### config.mk
export PLATFORM = sky130hd
export DESIGN_NAME = lsu_top
export DESIGN_NICKNAME = d
export VERILOG_FILES = /design/src/lsu_pkg.sv /design/src/lsu_if.sv /design/src/load_fu.sv /design/src/lsu_arbiter.sv /design/src/lsu_top.sv /design/src/store_fu.sv
export SDC_FILE = /design/constraint.sdc
export NUM_CORES = 2
export LEC_CHECK = 0
export ABC_CLOCK_PERIOD_IN_PS = 6600
export BUFFER_PORTS_ARGS = -buffer_cell sky130_fd_sc_hd__buf_2
export CAP_MARGIN = 20
export CORE_MARGIN = 3
export CORE_UTILIZATION = 30
export DETAILED_ROUTE_END_ITERATION = 8
export GPL_ROUTABILITY_DRIVEN = 0
export PLACE_DENSITY = 0.53
export SLEW_MARGIN = 20
export SYNTH_ARGS = -nofsm -noshare
export SYNTH_HDL_FRONTEND = slang
export SYNTH_HIERARCHICAL = 1
export SYNTH_SLANG_ARGS = --single-unit
### constraint.sdc
create_clock -name clock -period 6.6 [get_ports clock]
set_input_delay 0.33 -clock clock [delete_from_list [all_inputs] [get_ports clock]]
set_output_delay 0.33 -clock clock [all_outputs]
set_load 0.01 [all_outputs]
### src/lsu_pkg.sv
package lsu_pkg;

    // data and address width
    localparam int xlen = 32;

    // immediate field widths in the instruction word
    localparam int i_imm_w = 12;
    localparam int s_imm_w = 12;

    // reorder buffer entry
    typedef logic [4:0] rob_tag_t;

    // load sizes, encoded as in funct3
    typedef enum logic [2:0] {
        lb  = 3'b000,
        lh  = 3'b001,
        lw  = 3'b010,
        lbu = 3'b100,
        lhu = 3'b101
    } load_funct3_e;

    // store sizes, encoded as in funct3
    typedef enum logic [2:0] {
        sb = 3'b000,
        sh = 3'b001,
        sw = 3'b010
    } store_funct3_e;

endpackage

### src/lsu_if.sv
// one data memory access, four-phase req/ack
interface mem_req_if;
    import lsu_pkg::*;

    logic            req;
    logic            write;
    logic [xlen-1:0] addr;
    logic [xlen-1:0] wdata;
    logic [3:0]      wstrb;  // byte lanes to write
    logic            ack;
    logic [xlen-1:0] rdata;  // valid while ack is high on a read

    modport requester (
        output req, write, addr, wdata, wstrb,
        input  ack, rdata
    );

    modport responder (
        input  req, write, addr, wdata, wstrb,
        output ack, rdata
    );
endinterface

// unit result toward the completion bus
interface cpl_if;
    import lsu_pkg::*;

    logic            req;
    rob_tag_t        tag;
    logic [xlen-1:0] value;
    logic            store;  // set for store completions
    logic            ack;

    modport requester (
        output req, tag, value, store,
        input  ack
    );

    modport responder (
        input  req, tag, value, store,
        output ack
    );
endinterface

### src/load_fu.sv
module load_fu (
    input  logic                     clock,
    input  logic                     reset,
    input  logic                     issue_req,
    input  logic [lsu_pkg::xlen-1:0] issue_inst,
    input  logic [lsu_pkg::xlen-1:0] issue_rs1,
    input  lsu_pkg::rob_tag_t        issue_tag,
    output logic                     issue_ack,
    mem_req_if.requester             mem,
    cpl_if.requester                 cpl
);
    import lsu_pkg::*;

    typedef enum logic [2:0] {
        idle,
        issue_done,
        mem_access,
        mem_release,
        complete,
        cpl_release
    } state_e;

    state_e          state;
    logic            issue_ack_q;
    logic            mem_req_q;
    logic            cpl_req_q;

    logic [i_imm_w-1:0] i_imm;
    logic [xlen-1:0]    addr_next;
    logic [xlen-1:0]    addr_q;
    load_funct3_e       funct3_q;
    rob_tag_t           tag_q;
    logic [xlen-1:0]    rdata_q;
    logic [7:0]         byte_sel;
    logic [15:0]        half_sel;
    logic [xlen-1:0]    load_value;

    // effective address, rs1 + sext(inst[31:20])
    assign i_imm     = issue_inst[31:20];
    assign addr_next = issue_rs1 + {{(xlen - i_imm_w){i_imm[i_imm_w-1]}}, i_imm};

    always_ff @(posedge clock) begin
        if (reset) begin
            state       <= idle;
            issue_ack_q <= 1'b0;
            mem_req_q   <= 1'b0;
            cpl_req_q   <= 1'b0;
        end else begin
            case (state)
                idle: if (issue_req) begin
                    issue_ack_q <= 1'b1;
                    state       <= issue_done;
                end
                issue_done: if (!issue_req) begin
                    issue_ack_q <= 1'b0;
                    state       <= mem_access;
                end
                mem_access: begin
                    mem_req_q <= 1'b1;  // rises one cycle after the issue handshake
                    if (mem_req_q && mem.ack) begin
                        mem_req_q <= 1'b0;
                        state     <= mem_release;
                    end
                end
                mem_release: if (!mem.ack) begin
                    cpl_req_q <= 1'b1;
                    state     <= complete;
                end
                complete: if (cpl.ack) begin
                    cpl_req_q <= 1'b0;
                    state     <= cpl_release;
                end
                cpl_release: if (!cpl.ack) state <= idle;
                default: state <= idle;
            endcase
        end
    end

    // operation payload
    always_ff @(posedge clock) begin
        if (state == idle && issue_req) begin
            addr_q   <= addr_next;
            funct3_q <= load_funct3_e'(issue_inst[14:12]);
            tag_q    <= issue_tag;
        end
        if (state == mem_access && mem_req_q && mem.ack) rdata_q <= mem.rdata;
    end

    // lane select by low address bits
    assign byte_sel = rdata_q[{addr_q[1:0], 3'b000} +: 8];
    assign half_sel = addr_q[1] ? rdata_q[31:16] : rdata_q[15:0];

    always_comb begin
        case (funct3_q)
            lb:      load_value = {{(xlen - 8){byte_sel[7]}}, byte_sel};
            lh:      load_value = {{(xlen - 16){half_sel[15]}}, half_sel};
            lbu:     load_value = {{(xlen - 8){1'b0}}, byte_sel};
            lhu:     load_value = {{(xlen - 16){1'b0}}, half_sel};
            default: load_value = rdata_q;  // lw
        endcase
    end

    assign issue_ack = issue_ack_q;

    assign mem.req   = mem_req_q;
    assign mem.write = 1'b0;      // read only
    assign mem.addr  = addr_q;
    assign mem.wdata = '0;
    assign mem.wstrb = 4'b0000;

    assign cpl.req   = cpl_req_q;
    assign cpl.tag   = tag_q;
    assign cpl.value = load_value;
    assign cpl.store = 1'b0;

endmodule

### src/lsu_arbiter.sv
module lsu_arbiter #(
    parameter int mem_words = 64
) (
    input  logic                     clock,
    input  logic                     reset,
    mem_req_if.responder             ld_mem,
    mem_req_if.responder             st_mem,
    cpl_if.responder                 ld_cpl,
    cpl_if.responder                 st_cpl,
    output logic                     cdb_req,
    output lsu_pkg::rob_tag_t        cdb_tag,
    output logic [lsu_pkg::xlen-1:0] cdb_value,
    output logic                     cdb_store,
    input  logic                     cdb_ack
);
    import lsu_pkg::*;

    localparam int aw = $clog2(mem_words);

    typedef enum logic {m_idle, m_ack} mem_state_e;
    typedef enum logic [1:0] {c_idle, c_bus, c_release} cpl_state_e;

    logic [xlen-1:0] mem_array [mem_words];
    logic [aw-1:0]   clr_idx;
    logic            clr_busy;

    mem_state_e      mstate;
    logic            mem_last_st;  // store was served last
    logic            mem_sel_st;
    logic            pick_mem_st;
    logic            mem_grant;
    logic            ld_mem_ack_q;
    logic            st_mem_ack_q;
    logic [aw-1:0]   sel_idx;
    logic [xlen-1:0] sel_wdata;
    logic [3:0]      sel_wstrb;
    logic            sel_write;
    logic [xlen-1:0] rdata_q;

    cpl_state_e      cstate;
    logic            cpl_last_st;
    logic            cpl_sel_st;
    logic            pick_cpl_st;
    logic            cpl_sel_req;
    logic            cpl_sel_ack;
    logic            ld_cpl_ack_q;
    logic            st_cpl_ack_q;
    logic            cdb_req_q;

    // zero the array once after reset, no grant until done
    always_ff @(posedge clock) begin
        if (reset) begin
            clr_busy <= 1'b1;
            clr_idx  <= '0;
        end else if (clr_busy) begin
            clr_idx <= clr_idx + 1'b1;
            if (&clr_idx) clr_busy <= 1'b0;
        end
    end

    // round robin, the other unit wins a tie
    assign pick_mem_st = st_mem.req && (!ld_mem.req || !mem_last_st);
    assign mem_grant   = (mstate == m_idle) && !clr_busy && (ld_mem.req || st_mem.req);

    assign sel_write = pick_mem_st ? st_mem.write : ld_mem.write;
    assign sel_wdata = pick_mem_st ? st_mem.wdata : ld_mem.wdata;
    assign sel_wstrb = pick_mem_st ? st_mem.wstrb : ld_mem.wstrb;
    assign sel_idx   = pick_mem_st ? st_mem.addr[aw+1:2] : ld_mem.addr[aw+1:2];

    always_ff @(posedge clock) begin
        if (clr_busy) begin
            mem_array[clr_idx] <= '0;
        end else if (mem_grant) begin
            if (sel_write) begin
                for (int i = 0; i < 4; i++) begin
                    if (sel_wstrb[i]) mem_array[sel_idx][8*i +: 8] <= sel_wdata[8*i +: 8];
                end
            end else begin
                rdata_q <= mem_array[sel_idx];
            end
        end
    end

    always_ff @(posedge clock) begin
        if (reset) begin
            mstate       <= m_idle;
            mem_last_st  <= 1'b0;
            mem_sel_st   <= 1'b0;
            ld_mem_ack_q <= 1'b0;
            st_mem_ack_q <= 1'b0;
        end else begin
            case (mstate)
                m_idle: if (mem_grant) begin
                    ld_mem_ack_q <= !pick_mem_st;
                    st_mem_ack_q <= pick_mem_st;
                    mem_sel_st   <= pick_mem_st;
                    mem_last_st  <= pick_mem_st;
                    mstate       <= m_ack;
                end
                m_ack: if (!(mem_sel_st ? st_mem.req : ld_mem.req)) begin
                    ld_mem_ack_q <= 1'b0;
                    st_mem_ack_q <= 1'b0;
                    mstate       <= m_idle;
                end
                default: mstate <= m_idle;
            endcase
        end
    end

    // completion merge, independent of the memory side
    assign pick_cpl_st = st_cpl.req && (!ld_cpl.req || !cpl_last_st);
    assign cpl_sel_req = cpl_sel_st ? st_cpl.req : ld_cpl.req;
    assign cpl_sel_ack = cpl_sel_st ? st_cpl_ack_q : ld_cpl_ack_q;

    always_ff @(posedge clock) begin
        if (reset) begin
            cstate       <= c_idle;
            cpl_last_st  <= 1'b0;
            cpl_sel_st   <= 1'b0;
            ld_cpl_ack_q <= 1'b0;
            st_cpl_ack_q <= 1'b0;
            cdb_req_q    <= 1'b0;
        end else begin
            case (cstate)
                c_idle: if (ld_cpl.req || st_cpl.req) begin
                    cdb_req_q   <= 1'b1;
                    cpl_sel_st  <= pick_cpl_st;
                    cpl_last_st <= pick_cpl_st;
                    cstate      <= c_bus;
                end
                c_bus: if (cdb_ack) begin
                    cdb_req_q    <= 1'b0;
                    ld_cpl_ack_q <= !cpl_sel_st;  // pass the ack back to the unit
                    st_cpl_ack_q <= cpl_sel_st;
                    cstate       <= c_release;
                end
                c_release: begin
                    if (!cpl_sel_req) begin
                        ld_cpl_ack_q <= 1'b0;
                        st_cpl_ack_q <= 1'b0;
                    end
                    if (!cdb_ack && (!cpl_sel_req || !cpl_sel_ack)) cstate <= c_idle;
                end
                default: cstate <= c_idle;
            endcase
        end
    end

    // cdb fields held from grant until the next one
    always_ff @(posedge clock) begin
        if (cstate == c_idle && (ld_cpl.req || st_cpl.req)) begin
            cdb_tag   <= pick_cpl_st ? st_cpl.tag : ld_cpl.tag;
            cdb_value <= pick_cpl_st ? st_cpl.value : ld_cpl.value;
            cdb_store <= pick_cpl_st ? st_cpl.store : ld_cpl.store;
        end
    end

    assign ld_mem.ack   = ld_mem_ack_q;
    assign st_mem.ack   = st_mem_ack_q;
    assign ld_mem.rdata = rdata_q;
    assign st_mem.rdata = rdata_q;
    assign ld_cpl.ack   = ld_cpl_ack_q;
    assign st_cpl.ack   = st_cpl_ack_q;
    assign cdb_req      = cdb_req_q;

endmodule

### src/lsu_top.sv
module lsu_top #(
    parameter int mem_words = 64
) (
    input  logic                     clock,
    input  logic                     reset,

    // load issue
    input  logic                     ld_req,
    input  logic [lsu_pkg::xlen-1:0] ld_inst,
    input  logic [lsu_pkg::xlen-1:0] ld_rs1,
    input  lsu_pkg::rob_tag_t        ld_tag,
    output logic                     ld_ack,

    // store issue
    input  logic                     st_req,
    input  logic [lsu_pkg::xlen-1:0] st_inst,
    input  logic [lsu_pkg::xlen-1:0] st_rs1,
    input  logic [lsu_pkg::xlen-1:0] st_rs2,
    input  lsu_pkg::rob_tag_t        st_tag,
    output logic                     st_ack,

    // completion bus toward the ROB
    output logic                     cdb_req,
    output lsu_pkg::rob_tag_t        cdb_tag,
    output logic [lsu_pkg::xlen-1:0] cdb_value,
    output logic                     cdb_store,
    input  logic                     cdb_ack
);

    mem_req_if ld_mem_bus ();
    mem_req_if st_mem_bus ();
    cpl_if     ld_cpl_bus ();
    cpl_if     st_cpl_bus ();

    load_fu u_load_fu (
        .clock      (clock),
        .reset      (reset),
        .issue_req  (ld_req),
        .issue_inst (ld_inst),
        .issue_rs1  (ld_rs1),
        .issue_tag  (ld_tag),
        .issue_ack  (ld_ack),
        .mem        (ld_mem_bus.requester),
        .cpl        (ld_cpl_bus.requester)
    );

    store_fu u_store_fu (
        .clock      (clock),
        .reset      (reset),
        .issue_req  (st_req),
        .issue_inst (st_inst),
        .issue_rs1  (st_rs1),
        .issue_rs2  (st_rs2),
        .issue_tag  (st_tag),
        .issue_ack  (st_ack),
        .mem        (st_mem_bus.requester),
        .cpl        (st_cpl_bus.requester)
    );

    lsu_arbiter #(
        .mem_words (mem_words)
    ) u_lsu_arbiter (
        .clock     (clock),
        .reset     (reset),
        .ld_mem    (ld_mem_bus.responder),
        .st_mem    (st_mem_bus.responder),
        .ld_cpl    (ld_cpl_bus.responder),
        .st_cpl    (st_cpl_bus.responder),
        .cdb_req   (cdb_req),
        .cdb_tag   (cdb_tag),
        .cdb_value (cdb_value),
        .cdb_store (cdb_store),
        .cdb_ack   (cdb_ack)
    );

endmodule

### src/store_fu.sv
module store_fu (
    input  logic                     clock,
    input  logic                     reset,
    input  logic                     issue_req,
    input  logic [lsu_pkg::xlen-1:0] issue_inst,
    input  logic [lsu_pkg::xlen-1:0] issue_rs1,
    input  logic [lsu_pkg::xlen-1:0] issue_rs2,
    input  lsu_pkg::rob_tag_t        issue_tag,
    output logic                     issue_ack,
    mem_req_if.requester             mem,
    cpl_if.requester                 cpl
);
    import lsu_pkg::*;

    typedef enum logic [2:0] {
        idle,
        issue_done,
        mem_access,
        mem_release,
        complete,
        cpl_release
    } state_e;

    state_e             state;
    logic               issue_ack_q;
    logic               mem_req_q;
    logic               cpl_req_q;

    logic [s_imm_w-1:0] s_imm;
    logic [xlen-1:0]    addr_next;
    store_funct3_e      funct3;
    logic [xlen-1:0]    wdata_next;
    logic [3:0]         wstrb_next;
    logic [xlen-1:0]    addr_q;
    logic [xlen-1:0]    wdata_q;
    logic [3:0]         wstrb_q;
    rob_tag_t           tag_q;

    // S immediate is split across inst[31:25] and inst[11:7]
    assign s_imm     = {issue_inst[31:25], issue_inst[11:7]};
    assign addr_next = issue_rs1 + {{(xlen - s_imm_w){s_imm[s_imm_w-1]}}, s_imm};
    assign funct3    = store_funct3_e'(issue_inst[14:12]);

    // replicate rs2 over the lanes, the mask picks the live ones
    always_comb begin
        case (funct3)
            sb: begin
                wdata_next = {4{issue_rs2[7:0]}};
                wstrb_next = 4'b0001 << addr_next[1:0];
            end
            sh: begin
                wdata_next = {2{issue_rs2[15:0]}};
                wstrb_next = addr_next[1] ? 4'b1100 : 4'b0011;
            end
            sw: begin
                wdata_next = issue_rs2;
                wstrb_next = 4'b1111;
            end
            default: begin
                wdata_next = issue_rs2;
                wstrb_next = 4'b0000;  // unknown size writes nothing
            end
        endcase
    end

    always_ff @(posedge clock) begin
        if (reset) begin
            state       <= idle;
            issue_ack_q <= 1'b0;
            mem_req_q   <= 1'b0;
            cpl_req_q   <= 1'b0;
        end else begin
            case (state)
                idle: if (issue_req) begin
                    issue_ack_q <= 1'b1;
                    state       <= issue_done;
                end
                issue_done: if (!issue_req) begin
                    issue_ack_q <= 1'b0;
                    state       <= mem_access;
                end
                mem_access: begin
                    mem_req_q <= 1'b1;
                    if (mem_req_q && mem.ack) begin
                        mem_req_q <= 1'b0;
                        state     <= mem_release;
                    end
                end
                mem_release: if (!mem.ack) begin
                    cpl_req_q <= 1'b1;
                    state     <= complete;
                end
                complete: if (cpl.ack) begin
                    cpl_req_q <= 1'b0;
                    state     <= cpl_release;
                end
                cpl_release: if (!cpl.ack) state <= idle;
                default: state <= idle;
            endcase
        end
    end

    always_ff @(posedge clock) begin
        if (state == idle && issue_req) begin
            addr_q  <= addr_next;
            wdata_q <= wdata_next;
            wstrb_q <= wstrb_next;
            tag_q   <= issue_tag;
        end
    end

    assign issue_ack = issue_ack_q;

    assign mem.req   = mem_req_q;
    assign mem.write = 1'b1;
    assign mem.addr  = addr_q;
    assign mem.wdata = wdata_q;
    assign mem.wstrb = wstrb_q;

    assign cpl.req   = cpl_req_q;
    assign cpl.tag   = tag_q;
    assign cpl.value = '0;  // stores carry no result
    assign cpl.store = 1'b1;

endmodule

### Yosys cells after proc, flatten, opt, wreduce, memory -nomap -nowiden

Memories as Yosys holds them, arrays and structs flattened. A register that Yosys moved wholly into a read port is not among the register bits.
Cells that the tools add are included.
W data, S select, Z words.

* output and inout bits: 41
* flip-flop bits (word level): 164
* memories: 1
* word-level logic and storage cells: 215
* bits in writable memories: 2048

Memories
* u_lsu_arbiter.mem_array: words 64, bits a word 32, read ports 1, clocked after memory_dff 1, write ports 1, RTL line lsu_arbiter.sv:23 `logic [xlen-1:0] mem_array [mem_words];`

* muxes and demuxes: 89
* shift operators: 2
* bitwise logic cells: 3
* equality and inequality tests: 35
* reductions and logical operators: 52
* add/sub/neg operators: 3

Operator list (number)
* $pmux W32 S4: 1
* $mux W32: 2
* $pmux W32 S2: 1
* $mux W1: 49
* $mux W3: 12
* $pmux W3 S6: 2
* $reduce_or A32 Y1: 1
* $shiftx A32 B6 Y8: 1
* $ne A2 B2 Y1 const B: 12
* $reduce_and A3 Y1: 8
* $pmux W1 S2: 10
* $eq A3 B3 Y1 const B: 6
* $reduce_and A6 Y1: 3
* $add A8 B8 Y8: 2
* $mux W16: 1
* $eq A3 B2 Y1 const B: 5
* $eq A3 B1 Y1 const B: 4
* $logic_and A1 B1 Y1: 12
* $logic_not A3 Y1: 4
* $mux W4: 3
* $mux W6: 2
* $ne A2 B1 Y1 const B: 6
* $pmux W4 S3: 1
* $reduce_bool A2 Y1: 6
* other kinds (12): 30

### Longest topological paths before layout

* word-level depth: 11
* mapped depth: 12
* gate-level depth less buffers: 7

### Cells and area by module

The synthesis kept the hierarchy.

By module, submodules not included
* lsu_arbiter: sequential area each 63941.3 um^2, times used 1, area each 85179.2 um^2, cells an instance 6054
* load_fu: sequential area each 2282.2 um^2, times used 1, area each 5333.9 um^2, cells an instance 562
* store_fu: sequential area each 2312.2 um^2, times used 1, area each 4799.6 um^2, cells an instance 433

### Worst setup path before layout

No wires, ideal clock.

* path type: register -> register
* from: reg u_store_fu.state[2]
* to: reg u_store_fu.tag_q[0], in the netlist u_store_fu/cpl.tag[0] (enable)
* data arrival time: 3.706 ns
* slack: 2.390 ns
* buffers on the path: 1
* library setup time: 0.505 ns
* period minus slack after synthesis: 4.210 ns
* stages on the path, launching flop included: 5
* cells stage by stage: dfxtp_1 > clkbuf_1 > nor2_1 > nand2_1 > nor2_1

* cells in the longest elaborated chain, start to end: 2

RTL lines
* from (decl): RTL line store_fu.sv:24 `state_e state;`
* from (signal assigned): RTL line store_fu.sv:68 `state <= idle;`
* from (signal assigned): RTL line store_fu.sv:76 `state <= issue_done;`
* from (signal assigned): RTL line store_fu.sv:80 `state <= mem_access;`
* $logic_not A3 Y1: RTL line store_fu.sv:104 `if (state == idle && issue_req) begin`
* $logic_and A1 B1 Y1: RTL line store_fu.sv:104
* to (signal assigned): RTL line store_fu.sv:108 `tag_q <= issue_tag;`
* to (decl): RTL line store_fu.sv:37 `rob_tag_t tag_q;`

No other way between the ends.
A chain may end at the register's enable or synchronous reset.

### Worst setup path after layout

* from: reg u_load_fu.mem_req_q, in the netlist u_load_fu/mem.req
* to: mem u_lsu_arbiter.mem_array[50][5] (enable)

* cells in the longest elaborated chain, start to end: 11

RTL lines
* from (decl): RTL line load_fu.sv:25 `logic mem_req_q;`
* from (signal assigned): RTL line load_fu.sv:46 `mem_req_q <= 1'b0;`
* from (signal assigned): RTL line load_fu.sv:59 `mem_req_q <= 1'b1;`
* from (signal assigned): RTL line load_fu.sv:61 `mem_req_q <= 1'b0;`
* $logic_not A1 Y1: RTL line lsu_arbiter.sv:62 `assign pick_mem_st = st_mem.req && (!ld_mem.req || !mem_last_st);`
* $logic_or A1 B1 Y1: RTL line lsu_arbiter.sv:62
* $logic_and A1 B1 Y1: RTL line lsu_arbiter.sv:62
* $mux W4: RTL line lsu_arbiter.sv:67 `assign sel_wstrb = pick_mem_st ? st_mem.wstrb : ld_mem.wstrb;`
* $mux W1: RTL line lsu_arbiter.sv:76 `if (sel_wstrb[i]) mem_array[sel_idx][8*i +: 8] <= sel_wdata[8*i +: 8];`
* $mux W1: RTL line lsu_arbiter.sv:74 `if (sel_write) begin`
* $mux W1: RTL line lsu_arbiter.sv:73 `end else if (mem_grant) begin`
* $mux W1: RTL line lsu_arbiter.sv:71 `if (clr_busy) begin`
* $mux W1 (implied by the code): RTL line lsu_arbiter.sv:76
* $reduce_or A32 Y1 (no line)
* $mux W6 (no line) / $mux W4 (equally long branches)
* to (decl): RTL line lsu_arbiter.sv:23

Parallel ways exist; a longest one is shown, timed or not.

==> run metrics <==
Placement Cell Area a little under 100000 µm²; Worst Setup End Kind flip-flop; hpwl dp ~160000 µm; status completed; most frequent cells in the layout edfxtp_1 (2213), nand2_1 (1202), a21oi_1 (755); TritonCTS buffer count around 230; Final Net Count 6898; GRT Util Overall between 15 and 20%; Pre-Repair DR Iteration Count 5; Non-Filler Instances roughly 11000; final hold violations 0; min cycle time layout roughly 5.3 ns; setup TNS 0 ns; share of power burned in registers around 50%; clock group share of total power 39.4%; Max clock buf depth 3; starting density of the core 30.2%; cts repair resizes 0; DRC 0; via/cell ratio between 5 and 6; post-route ant nets 0; Worst-Skew Late Latency about 0.87 ns; clock net sink count around 2200; leakage power 38.0 nW; placed cells roughly 10000; post-synth design cell area 90600 µm²; pin slew with the least headroom to its limit between 1 and 1.5 ns; Hold Path Class input port to flip-flop; I/O pins roughly 220; worst-path maximum fanout 35; Internal between 20 and 25 mW; antenna violations before repair 21; layout cells sized above 1 between 10% and 20%; Die Height between 500 and 600 µm; Sw Ratio between 20% and 30%; CTS tree built; Vias 56800; footprint of the multi-input gates roughly 22000 µm²; Comb pwr share 11.1%; max_cap viols 0; NetSw approximately 7.9 mW; Slew headroom a little under a quarter; Cells after Synth ~6500; Warnings, synthesis 6; port buffer count approximately 130; crit path DAT 5.74 ns; max-slew violation count 0; die footprint approximately 310000 µm²; leading cell type in the layout, fill and taps excluded edfxtp_1; post-CTS setup repair buffer count 0; reg2reg path depth 6; f_max around 190 MHz; Final setup viols 0; synthesis-to-finish area growth 15.1%; fillers between 20000 and 30000; worst setup path class flip-flop to flip-flop; initial DRC count roughly 6800; CTS clock-pin slew for the worst setup and hold paths roughly 0.06 ns; syn_area_per_cell ~14 µm²; crit path launch type flip-flop; Reg area approximately 67000 µm²; Routed WL per cell about 24 µm; htree depth 4; Period Utilization, post-route 79.9%; core box area ~300000 µm²; number of global-route vias before repair 53200; CP required between 7 and 8 ns; global-route wire length before repair between 300000 and 400000 µm; Power per Cell Area ~300 nW/µm²; hold depth 4; final WL 264000 µm; largest net degree at the start of global routing 167; Cell Rows around 200; gr ovfl total 0; CTS root buf clkbuf_16; hold buffers post-CTS slightly above 80; die width between 500 and 600 µm; clk_skew approximately 0.042 ns; RSZ-0062 raised after global routing false; VDD IR max 0.200 mV; final instance area between 100000 and 150000 µm²
## worst paths after layout
path	startpoint	end	slack [ns]
max	u_load_fu/mem.req	u_lsu_arbiter/mem_array[50][5]	1.33
min	ld_inst[23]	u_load_fu/mem.addr[4]	0.08
max reg2reg	u_load_fu/mem.req	u_lsu_arbiter/mem_array[50][5]	1.33
min reg2reg	u_lsu_arbiter/ld_mem.rdata[31]	u_load_fu/rdata_q[31]	0.43
## through the flow
| step | setup slack (ns) | power, mW | hold WS (ns) | utilization, % |
|---|---|---|---|---|
| after floorplan | 2.46 | 18.2 | 0.400 | - |
| after global placement | 1.45 | 19.4 | 0.420 | 32.0 |
| after detailed placement | 1.42 | 19.4 | 0.421 | 32.0 |
| after CTS | 1.37 | 31.9 | 0.0104 | 34.7 |
| after global routing | 1.01 | 32.7 | 0.0726 | 34.7 |
| final | 1.33 | 31.7 | 0.0847 | 34.7 |
## critical path, stage by stage (launching register included)
cell	delay (ns)
dfxtp_1	0.62
a21bo_2	0.88
nand2_1	0.17
and4b_1	0.45
o21ai_0	0.89
nand2_2	0.88
nor2_1	0.94
## cell type report
type                            count  share of cell area, %
Multi-Input combinational cell   3808                   20.9
Antenna cell                       16                 0.0384
Tap cell                         3958                   4.75
Clock inverter                    128                   1.10
Sequential cell                  2242                   64.3
Timing Repair Buffer              396                   3.04
Clock buffer                      283                   5.75
Inverter                           29                  0.104
## state kept, by name, summed over array words and instances, names as in the netlist, 4 cells and up
signal                      cells
u_lsu_arbiter/clr_idx           6
u_store_fu/mem.wstrb            4
u_lsu_arbiter/cdb_tag           5
u_load_fu/mem.addr              8
u_store_fu/mem.wdata           32
u_lsu_arbiter/cdb_value        32
u_store_fu/mem.addr             6
u_lsu_arbiter/ld_mem.rdata     32
u_load_fu/cpl.tag               5
u_lsu_arbiter/mem_array      2048
u_store_fu/cpl.tag              5
u_load_fu/rdata_q              32
## routing by layer
layer  part of all wire [%]  global-route usage [%]
met5                 0.0068                       0
met4                    3.2                    5.58
met3                    8.7                    3.30
met2                     44                    24.5
met1                     44                    24.1
## power groups by stage
stage	logic (mW)	registers (mW)	clock network, mW
2_1_floorplan	2.26	15.9	0
6_report	3.50	15.7	12.5
5_1_grt	3.76	15.7	13.3
4_1_cts	3.48	15.7	12.7
3_5_place_dp	3.42	16.0	0
3_3_place_gp	3.39	16.0	0
Note: power is estimated with default switching activity, not from simulation.
